--- src/source/mem_cfg.svh ---
// Shared memory subsystem sizes.
// Master count, memory geometry and queue depths used across the design.

`ifndef MEM_CFG_SVH
`define MEM_CFG_SVH

// Number of master ports on the arbiter.
`define MEM_MASTERS 3

// Word address width, 64 words.
`define MEM_ADDR_WIDTH 6

// Width of one stored word.
`define MEM_DATA_WIDTH 32

// Arbiter order queue entries.
// This bounds the number of outstanding responses.
`define MEM_ORDER_DEPTH 4

// Memory response FIFO entries.
`define MEM_RESP_DEPTH 2

`endif
--- src/source/mem_pkg.sv ---
// Shared memory subsystem types.
// Request and response payloads plus the master index type.

`include "mem_cfg.svh"

package mem_pkg;

  // Index width for the configured master count.
  // A single master still needs one bit to index the ports.
  localparam int MASTER_IDX_WIDTH =
    (`MEM_MASTERS > 1) ? $clog2(`MEM_MASTERS) : 1;

  // Index of a master port.
  // Carried through the arbiter order queue.
  typedef logic [MASTER_IDX_WIDTH-1:0] master_idx_t;

  // Memory request.
  // A write stores wdata, a read ignores it.
  typedef struct packed {
    logic                       write;
    logic [`MEM_ADDR_WIDTH-1:0] addr;
    logic [`MEM_DATA_WIDTH-1:0] wdata;
  } mem_req_t;

  // Memory response.
  // Always the word held before the request was applied.
  typedef struct packed {
    logic [`MEM_DATA_WIDTH-1:0] rdata;
  } mem_resp_t;

endpackage

--- src/source/mem_subsystem.sv ---
// Shared memory subsystem top.
// Masters reach one memory through the fixed-priority arbiter.

`timescale 1ns/1ps

`include "mem_cfg.svh"

module mem_subsystem (
  input  logic                     clk,
  input  logic                     rst,

  input  logic [`MEM_MASTERS-1:0]  req_valid,
  output logic [`MEM_MASTERS-1:0]  req_ready,
  input  mem_pkg::mem_req_t        req [`MEM_MASTERS],

  output logic [`MEM_MASTERS-1:0]  resp_valid,
  input  logic [`MEM_MASTERS-1:0]  resp_ready,
  output mem_pkg::mem_resp_t       resp [`MEM_MASTERS]
);

  // Arbiter to memory channels.
  logic               mem_req_valid;
  logic               mem_req_ready;
  mem_pkg::mem_req_t  mem_req;
  logic               mem_resp_valid;
  logic               mem_resp_ready;
  mem_pkg::mem_resp_t mem_resp;

  mem_arbiter #(
    .CNT (`MEM_MASTERS)
  ) u_mem_arbiter (
    .clk            (clk),
    .rst            (rst),
    .req_valid      (req_valid),
    .req_ready      (req_ready),
    .req            (req),
    .resp_valid     (resp_valid),
    .resp_ready     (resp_ready),
    .resp           (resp),
    .mem_req_valid  (mem_req_valid),
    .mem_req_ready  (mem_req_ready),
    .mem_req        (mem_req),
    .mem_resp_valid (mem_resp_valid),
    .mem_resp_ready (mem_resp_ready),
    .mem_resp       (mem_resp)
  );

  mem_store u_mem_store (
    .clk        (clk),
    .rst        (rst),
    .req_valid  (mem_req_valid),
    .req_ready  (mem_req_ready),
    .req        (mem_req),
    .resp_valid (mem_resp_valid),
    .resp_ready (mem_resp_ready),
    .resp       (mem_resp)
  );

endmodule

--- src/source/mem_store.sv ---
// On-chip word memory.
// Every request returns the old word; writes then store wdata.
// Contents are swept to zero after reset before requests are taken.

`timescale 1ns/1ps

`include "mem_cfg.svh"

module mem_store (
  input  logic               clk,
  input  logic               rst,

  input  logic               req_valid,
  output logic               req_ready,
  input  mem_pkg::mem_req_t  req,

  output logic               resp_valid,
  input  logic               resp_ready,
  output mem_pkg::mem_resp_t resp
);

  localparam int WORDS = 1 << `MEM_ADDR_WIDTH;

  logic [`MEM_DATA_WIDTH-1:0] words [WORDS];

  logic                       clearing;
  logic [`MEM_ADDR_WIDTH-1:0] clear_addr;

  logic                       accept;
  logic                       resp_enq_ready;
  mem_pkg::mem_resp_t         old_word;

  // Response FIFO captures the old word at acceptance.
  fifo_queue #(
    .payload_t   (mem_pkg::mem_resp_t),
    .DEPTH       (`MEM_RESP_DEPTH),
    .FALLTHROUGH (1'b0)
  ) u_resp_fifo (
    .clk       (clk),
    .rst       (rst),
    .enq_valid (accept),
    .enq_ready (resp_enq_ready),
    .enq_data  (old_word),
    .deq_valid (resp_valid),
    .deq_ready (resp_ready),
    .deq_data  (resp)
  );

  assign req_ready      = resp_enq_ready && !clearing;
  assign accept         = req_valid && req_ready;
  assign old_word.rdata = words[req.addr];

  // Clear sweep, one word per cycle.
  always_ff @(posedge clk) begin
    if (rst) begin
      clearing   <= 1'b1;
      clear_addr <= '0;
    end else if (clearing) begin
      clear_addr <= clear_addr + 1'b1;
      if (clear_addr == '1) begin
        clearing <= 1'b0;
      end
    end
  end

  always_ff @(posedge clk) begin
    if (clearing) begin
      words[clear_addr] <= '0;
    end else if (accept && req.write) begin
      words[req.addr] <= req.wdata;
    end
  end

endmodule

--- src/source/mem_arbiter.sv ---
// Fixed-priority memory arbiter.
// Lowest master index wins; responses return in grant order.

`timescale 1ns/1ps

`include "mem_cfg.svh"

module mem_arbiter #(
  parameter int CNT = 2
) (
  input  logic               clk,
  input  logic               rst,

  input  logic [CNT-1:0]     req_valid,
  output logic [CNT-1:0]     req_ready,
  input  mem_pkg::mem_req_t  req [CNT],

  output logic [CNT-1:0]     resp_valid,
  input  logic [CNT-1:0]     resp_ready,
  output mem_pkg::mem_resp_t resp [CNT],

  output logic               mem_req_valid,
  input  logic               mem_req_ready,
  output mem_pkg::mem_req_t  mem_req,

  input  logic               mem_resp_valid,
  output logic               mem_resp_ready,
  input  mem_pkg::mem_resp_t mem_resp
);

  mem_pkg::master_idx_t sel;
  logic                 has_req;
  logic                 grant;

  logic                 order_enq_valid;
  logic                 order_enq_ready;
  logic                 order_deq_valid;
  logic                 order_deq_ready;
  mem_pkg::master_idx_t head;
  logic                 head_ready;

  // Order queue holds the index of every granted master.
  // Its head owns the next memory response.
  fifo_queue #(
    .payload_t   (mem_pkg::master_idx_t),
    .DEPTH       (`MEM_ORDER_DEPTH),
    .FALLTHROUGH (1'b1)
  ) u_order_queue (
    .clk       (clk),
    .rst       (rst),
    .enq_valid (order_enq_valid),
    .enq_ready (order_enq_ready),
    .enq_data  (sel),
    .deq_valid (order_deq_valid),
    .deq_ready (order_deq_ready),
    .deq_data  (head)
  );

  // Walk from the top so the lowest valid index is the one left in sel.
  always_comb begin
    has_req = 1'b0;
    sel     = '0;
    for (int i = CNT - 1; i >= 0; i--) begin
      if (req_valid[i]) begin
        has_req = 1'b1;
        sel     = mem_pkg::master_idx_t'(i);
      end
    end
  end

  assign mem_req         = req[sel];
  assign mem_req_valid   = has_req && order_enq_ready && !rst;
  assign order_enq_valid = has_req && mem_req_ready && !rst;
  assign grant           = mem_req_valid && mem_req_ready;

  for (genvar i = 0; i < CNT; i++) begin : g_req_ready
    assign req_ready[i] = grant && (sel == mem_pkg::master_idx_t'(i));
  end

  // Ready of the master owning the response at the head.
  always_comb begin
    head_ready = 1'b0;
    for (int i = 0; i < CNT; i++) begin
      if (head == mem_pkg::master_idx_t'(i)) begin
        head_ready = resp_ready[i];
      end
    end
  end

  for (genvar i = 0; i < CNT; i++) begin : g_resp
    assign resp_valid[i] = mem_resp_valid && order_deq_valid && !rst &&
                           (head == mem_pkg::master_idx_t'(i));
    assign resp[i]       = mem_resp;
  end

  assign mem_resp_ready  = order_deq_valid && head_ready && !rst;
  assign order_deq_ready = mem_resp_valid && head_ready;

endmodule

--- src/source/fifo_queue.sv ---
// Generic valid/ready FIFO.
// Circular buffer with an optional fall-through path when empty.

`timescale 1ns/1ps

module fifo_queue #(
  parameter type payload_t = logic [7:0],
  parameter int DEPTH = 4,
  parameter bit FALLTHROUGH = 1'b0
) (
  input  logic     clk,
  input  logic     rst,

  input  logic     enq_valid,
  output logic     enq_ready,
  input  payload_t enq_data,

  output logic     deq_valid,
  input  logic     deq_ready,
  output payload_t deq_data
);

  localparam int PTR_WIDTH = (DEPTH > 1) ? $clog2(DEPTH) : 1;
  localparam int CNT_WIDTH = $clog2(DEPTH + 1);

  payload_t entries [DEPTH];

  logic [PTR_WIDTH-1:0] rd_ptr;
  logic [PTR_WIDTH-1:0] wr_ptr;
  logic [CNT_WIDTH-1:0] count;

  logic empty;
  logic full;
  logic bypass;
  logic do_write;
  logic do_read;

  assign empty = (count == '0);
  assign full  = (count == CNT_WIDTH'(DEPTH));

  // Entry arriving into an empty queue shows up at the output directly.
  assign bypass = FALLTHROUGH && empty && enq_valid;

  assign enq_ready = !full;
  assign deq_valid = !empty || bypass;
  assign deq_data  = (FALLTHROUGH && empty) ? enq_data : entries[rd_ptr];

  // A bypassed entry taken in the same cycle never lands in storage.
  assign do_write = enq_valid && enq_ready && !(bypass && deq_ready);
  assign do_read  = deq_ready && !empty;

  always_ff @(posedge clk) begin
    if (do_write) begin
      entries[wr_ptr] <= enq_data;
    end
  end

  always_ff @(posedge clk) begin
    if (rst) begin
      rd_ptr <= '0;
      wr_ptr <= '0;
      count  <= '0;
    end else begin
      if (do_write) begin
        wr_ptr <= (wr_ptr == PTR_WIDTH'(DEPTH - 1)) ? '0 : wr_ptr + 1'b1;
      end
      if (do_read) begin
        rd_ptr <= (rd_ptr == PTR_WIDTH'(DEPTH - 1)) ? '0 : rd_ptr + 1'b1;
      end
      case ({do_write, do_read})
        2'b10:   count <= count + 1'b1;
        2'b01:   count <= count - 1'b1;
        default: count <= count;
      endcase
    end
  end

endmodule

--- config.mk ---
export PLATFORM = sky130hd
export DESIGN_NAME = mem_subsystem
export DESIGN_NICKNAME = d
export VERILOG_FILES = /design/src/source/mem_pkg.sv /design/src/source/mem_subsystem.sv /design/src/source/mem_store.sv /design/src/source/mem_arbiter.sv /design/src/source/fifo_queue.sv
export VERILOG_INCLUDE_DIRS = /design/src /design/src/source
export SDC_FILE = /design/constraint.sdc
export NUM_CORES = 2
export LEC_CHECK = 0
export BUFFER_PORTS_ARGS = -buffer_cell sky130_fd_sc_hd__buf_4
export CORE_ASPECT_RATIO = 1.1
export CORE_MARGIN = 4
export CORE_UTILIZATION = 35
export DETAILED_ROUTE_END_ITERATION = 12
export PLACE_DENSITY_LB_ADDON = 0.3
export SYNTH_ARGS = -nofsm -noshare
export SYNTH_HDL_FRONTEND = slang
export SYNTH_SLANG_ARGS = --single-unit
--- constraint.sdc ---
create_clock -name clk -period 13.7 [get_ports clk]
set_input_delay 2.74 -clock clk [delete_from_list [all_inputs] [get_ports clk]]
set_output_delay 2.74 -clock clk [all_outputs]
set_load 0.01 [all_outputs]
== Yosys cells after proc, flatten, opt, wreduce, memory -nomap -nowiden ==
Memories as Yosys holds them, arrays and structs flattened. A register that Yosys moved wholly into a read port is not among the register bits.
Cells that the tools add are included.

* Flip-flop bits (word level): 18
* Bits in writable memories: 2120
* Input port bits: 125
* Output and inout bits: 102
* Logic and storage cells: 112
* Memories kept: 3

{| class="wikitable"
|+ Memories
! name !! depth !! bits a word !! read ports !! clocked after Yosys merged registers in !! wr ports !! line !! source
|-
| u_mem_store.words || 64 || 32 || 1 || 0 || 1 || mem_store.sv:24 || <nowiki>logic [`MEM_DATA_WIDTH-1:0] words [WORDS];</nowiki>
|-
| u_mem_store.u_resp_fifo.entries || 2 || 32 || 1 || 1 || 1 || fifo_queue.sv:26 || <nowiki>payload_t entries [DEPTH];</nowiki>
|-
| u_mem_arbiter.u_order_queue.entries || 4 || 2 || 1 || 1 || 1 || fifo_queue.sv:26 ||
|}

* $add $sub $neg: 9
* $lt $le $gt $ge: 1
* Equality and inequality tests: 13
* Mux-type cells: 37
* Bitwise operators: 1
* Reduce and logical (&&, ||, !) cells: 40

{| class="wikitable"
|+ Operator list
! cell !! number
|-
| $bmux W39 S2 || 1
|-
| $mux W39 || 2
|-
| $mux W32 || 1
|-
| $reduce_or A32 Y1 || 1
|-
| $logic_and A1 B1 Y1 || 25
|-
| $mux W1 || 22
|-
| $mux W2 || 8
|-
| $eq A2 B2 Y1 const B || 7
|-
| $eq A2 B1 Y1 const B || 4
|-
| $logic_not A1 Y1 || 7
|-
| $add A2 B1 Y2 const B || 3
|-
| $add A6 B1 Y6 const B || 1
|-
| $eq A6 B6 Y1 const B || 1
|-
| $logic_not A2 Y1 || 3
|-
| $mux W6 || 1
|-
| $pmux W3 S2 || 1
|-
| $pmux W2 S2 || 1
|-
| $reduce_bool A2 Y1 || 2
|-
| $add A3 B1 Y3 const B || 1
|-
| $eq A3 B3 Y1 const B || 1
|-
| $ge A3 B3 Y1 const B || 1
|-
| $logic_not A3 Y1 || 1
|-
| $not A2 Y3 || 1
|-
| $sub A3 B1 Y3 const B || 1
|-
| other kinds (3) || 4
|}

== Logic depth before layout (Yosys ltp) ==
* Depth in word-level cells: 14
* Depth in mapped cells: 17
* Gate-level depth less buffers: 14

== Hierarchy ==
From an unflattened synthesis, not the netlist that was laid out.

* Cells, all modules: 4028
* Area, all modules: 84134.4 µm²

{| class="wikitable"
|+ By module, submodules not included
! module !! times used !! cells each !! area an instance (µm²) !! sequential area each (µm²)
|-
| mem_store || 1 || 3592 || 79087.1 || 61639.1
|-
| fifo_queue (u_mem_store.u_resp_fifo) || 1 || 124 || 2523.7 || 2021.9
|-
| mem_arbiter || 1 || 247 || 1719.1 || 0.0
|-
| fifo_queue (u_mem_arbiter.u_order_queue) || 1 || 65 || 804.5 || 420.4
|}

== Worst setup path before layout ==
OpenSTA, ideal clock, no wires.

* Path type: in2reg
* Start: input req_valid[1]
* End: memory u_mem_store.words[0][10] (netlist bit) (data pin)
* Arrival: 7.304 ns
* Data required time: 12.932 ns
* Path slack: 5.628 ns
* Cell stages on the path: 9
* Path buffers: 5
* Cells stage by stage: buf_4 > nor3_1 > or4b_1 > buf_2 > or3b_4 > buf_2 > buf_2 > buf_1 > a311oi_1

* Longest elaborated chain between the ends: 12
* Elaborated cells between the ends (all ways): 17

{| class="wikitable"
|+ RTL lines
! element !! line !! source
|-
| from (decl) || mem_subsystem.sv:12 || <nowiki>input logic [`MEM_MASTERS-1:0] req_valid,</nowiki>
|-
| $mux W2 (2 in a row) || mem_arbiter.sv:64 || <nowiki>if (req_valid[i]) begin</nowiki>
|-
| $not A2 Y3 (not written as such) || mem_arbiter.sv:71 || <nowiki>assign mem_req = req[sel];</nowiki>
|-
| $bmux W39 S2 || mem_arbiter.sv:71 ||
|-
| $mux W39 (not written as such) (2 in a row) || mem_arbiter.sv:71 ||
|-
| $logic_and A1 B1 Y1 || mem_store.sv:69 || <nowiki>end else if (accept && req.write) begin</nowiki>
|-
| $mux W1 || mem_store.sv:69 ||
|-
| $mux W1 || mem_store.sv:67 || <nowiki>if (clearing) begin</nowiki>
|-
| $mux W1 (not written as such) || mem_store.sv:70 || <nowiki>words[req.addr] <= req.wdata;</nowiki>
|-
| $reduce_or A32 Y1 (no source line) || -- ||
|-
| $mux W32 (no source line) * || -- ||
|-
| to (decl) || mem_store.sv:24 ||
|}

Mark *: on every way between the ends. The rest lies on a longest branch, timed or not. The select of a mux whose other input is x is not followed.

== Worst setup path in the final report ==
* Start: input req_valid[0]
* End: memory u_mem_store.words[51][17] (netlist bit) (enable)

* Longest elaborated chain between the ends: 11
* Elaborated cells between the ends (all ways): 16

{| class="wikitable"
|+ RTL lines
! element !! line
|-
| $mux W2 || mem_arbiter.sv:64
|-
| $not A2 Y3 (not written as such) || mem_arbiter.sv:71
|-
| $bmux W39 S2 || mem_arbiter.sv:71
|-
| $mux W39 (not written as such) (2 in a row) || mem_arbiter.sv:71
|-
| $logic_and A1 B1 Y1 || mem_store.sv:69
|-
| $mux W1 || mem_store.sv:69
|-
| $mux W1 || mem_store.sv:67
|-
| $mux W1 (not written as such) || mem_store.sv:70
|-
| $reduce_or A32 Y1 (no source line) || --
|-
| $mux W6 (no source line) or $mux W1 (tied branches) || --
|}

Several ways; a longest one is shown, not always the timed one. The select of a mux whose other input is x is not followed.

==> reports/qor.csv <==
stage,metric,value,unit
status,status,"complete, no violations",
final_layout,layout_common_cells,"2120 x edfxtp_1, 1892 x nand2_1, 911 x nand3_1",
sta,finalHoldViolations,0,
die,dieArea,252000,um2
synthesis,yosysTopAreaCellShare,0.744,
detailed_routing,postRouteAntennaNets,0,
place,io_buffers,226,
clocking,cts_setup_buffers,0,
sta,tightest_slew,1.43,ns
synthesis,synthCells,6470,
synthesis,yosys_most_used_dff,edfxtp_1,
power,p_sw_frac,0.240,
critical_path,worstSetupPathType,input port to register,
clocking,cts_root_buf,clkbuf_16,
synthesis,yosys.cell_types.count,84,
synthesis,synth_top_cell_by_area,edfxtp_1,
worst_hold_path,hp-class,register to register,
global_route,met3_usage,0.0461,
synthesis,synth_fp_nets,6604,
sta,setup_viol,0,
critical_path,worst-path-max-fanout,43,
run,maxCapViolCount,0,
global_route,overflow,0,
clocking,clkLatencyLatePin,0.86,ns
detailed_routing,finalWirelength,282000,um
critical_path,startpoint_type,input port,
final_layout,utilization,0.403,
die,die_w,479,um
die,rows,190,
clocking,numCtsBuffers,202,
sta,rsz0062_at_grt,no,
power,p_int,10.5,mW
synthesis,syn_area_per_cell,13.2,um2
detailed_routing,viasPerCell,5.57,
critical_path,endpoint_kind,register,
detailed_routing,drc_errors,0,
clocking,clock_path_buffers,3,
power,pwr-share-comb,0.079,
die,core_area,243000,um2
synthesis,yosys_warnings,0,
place,gp_congestion,0.913,
critical_path,required,14.19,ns
detailed_routing,drt_iter0_drc,7348,
global_route,antenna_found_initial,12,
global_route,grt_pass1_vias,52016,
power,powerDensity,140,nW/um2
die,start_util,0.351,
sta,fin_skew,0.0433,ns
global_route,top_usage_layer,met2,
synthesis,synth_edf_count,2120,
clocking,cts_sinks,2141,
sta,slew_headroom,0.0463,
detailed_routing,vias,56015,
synthesis,synth_area_leaders,"edfxtp_1 74%, nand2_1 8.3%, nand3_1 5.3%, mux2i_1 1.5%, buf_2 1.3%",
clocking,hold_buffers,0,
final_layout,layout_commonest_cell,edfxtp_1,
final_layout,layout-area-overhead-vs-synth,14.7,%
power,ir_drop,0.000146,V
clocking,cts_tree,yes,
sta,fin_crit_sh,0.546,
global_route,use_met2,0.345,
clocking,path_clk_slew,0.07,ns
detailed_routing,first_pass_iters,6,
place,dpl.hpwl,163000,um
power,p_clk_frac,0.401,
die,die_h,527,um
final_layout,drive_gt1_frac,0.128,
global_route,grt_start_max_net_pins,149,
sta,layout_min_cycle_time,7.48,ns
die,ios,227,
synthesis,async_flop_share,0,
sta,max_freq,134,MHz
synthesis,ys_seq_area_frac,0.749,
power,p_seq_frac,0.520,
final_layout,final_net_count,6741,
global_route,grt_use_total,0.217,
clocking,cts_resized,0,
sta,drv_slew,0,
clocking,htreeDepth,4,
power,leakagePower,34.3,nW
detailed_routing,post_drt_wl_per_cell,28.1,um
synthesis,synth_area,85500,um2
global_route,use_met1,0.291,
sta,fin_setup_tns,0,ns
power,net-switching-power,3.30,mW
critical_path,critPathArrivalTime,7.97,ns
global_route,grt_first_pass_wirelength,397000,um
synthesis,ys_ff_latch,2141,
sta,hold_ws,0.516,ns
cell usage after synthesis, types with 4 or more instances:
library cell  instances
nor2_1              154
buf_4                82
xor2_1                5
nor4_1               10
a221oi_1              6
buf_1                58
o211a_1               5
nand2_1            1893
o31ai_1               4
a31oi_1              76
mux2i_1             130
a211o_1               6
and2_1                7
a32oi_1              70
a311oi_1             40
buf_2               214
a32o_1               18
o221ai_1              5
inv_1                12
clkbuf_1            113
and3_1               14
or2_1                 6
a211oi_1              9
ha_1                  8
o2111ai_1             7
a21oi_1             108
o211ai_1              4
o32ai_1               8
nor2_2                4
edfxtp_1           2120
a2111oi_0             5
nand4_1             117
dfxtp_1              21
nand3_1             911
nor3_1               35
nor3b_1               5
or3_1                16
o22ai_1              11
xnor2_1               5
mux2_2               36
nand2b_1              5
or4_1                17
o21ai_0              28
cell families after synthesis:
logic type / Yosys count / synth area share
AND/OR/NAND/NOR: 3219 / 0.163
flip-flops: 2141 / 0.749
buffers and inverters: 483 / 0.0282
AO/OA/AOI/OAI: 440 / 0.0369
multiplexers: 168 / 0.0205
XOR/XNOR: 10 / 0.00102
adder cells (fa/ha/maj): 9 / 0.00140
path summary, 6_finish.rpt:
path                                to                             startpoint  slack (ns)  cells after the start
max          u_mem_store.words[51][17]                           req_valid[0]        6.22                     12
min                           register  u_mem_arbiter.u_order_queue.rd_ptr[0]        0.52                      2
max reg2reg  u_mem_store.words[47][21]                   u_mem_store.clearing        8.72                      9
min reg2reg                   register  u_mem_arbiter.u_order_queue.rd_ptr[0]        0.52                      2
power by group through the flow:
| stage | registers, mW | clock network (mW) | logic [mW] |
|---|---|---|---|
| final | 7.15 | 5.51 | 1.09 |
| after global placement | 7.29 | 0 | 1.07 |
| after CTS | 7.15 | 5.58 | 1.08 |
| after detailed placement | 7.29 | 0 | 1.08 |
| after floorplan | 7.29 | 0 | 0.604 |
| after global routing | 7.15 | 5.85 | 1.15 |
layout make-up:
class	instances	area [um2]
Multi-Input combinational cell	3846	20300
Sequential cell	2141	64100
Antenna cell	7	17.5
Clock buffer	246	5340
Tap cell	3264	4080
Clock inverter	134	1110
Timing Repair Buffer	403	3180
Fill cell	22454	145000
Inverter	13	48.8
metal layers:
| layer | vias to the layer above | share of wire |
|---|---|---|
| met2 | 3111 | 0.47 |
| met4 | 6 | 0.041 |
| li1 | 24026 | - |
| met3 | 505 | 0.099 |
| met1 | 28367 | 0.39 |
| met5 | - | 0.00013 |
per-stage QoR:
| step | setup slack [ns] | power [mW] | std cells | area, um2 |
|---|---|---|---|---|
| detailed placement | 5.45 | 8.37 | 9667 | 91600 |
| global placement | 5.48 | 8.36 | 9664 | 91600 |
| floorplan | 5.63 | 7.89 | 6470 | 85500 |
| CTS | 6.36 | 13.8 | 10047 | 98100 |
| finish | 6.22 | 13.8 | 10054 | 98100 |
| global route | 6.17 | 14.1 | 10048 | 98100 |
flip-flops by register name (all words and copies together) (netlist names), named ones only:
signal	flops
u_mem_store.clearing	1
u_mem_arbiter.u_order_queue.count	3
u_mem_store.u_resp_fifo.count	2
u_mem_store.u_resp_fifo.rd_ptr	1
u_mem_arbiter.u_order_queue.rd_ptr	2
u_mem_store.clear_addr	6
u_mem_store.words	2048
u_mem_arbiter.u_order_queue.wr_ptr	2
u_mem_store.u_resp_fifo.wr_ptr	1
u_mem_arbiter.u_order_queue.entries	8
u_mem_store.u_resp_fifo.entries	64
worst max-delay path, stage by stage:
cell	delay, ns
buf_4	0.18
nand2b_1	0.18
inv_2	0.57
a32o_1	0.35
nor2_4	0.06
buf_4	0.29
buf_4	0.40
nor2_4	0.93
a31oi_1	0.51
or2_1	0.58
nor2_4	0.51
buf_4	0.50
(Power assumes the default switching activity.)
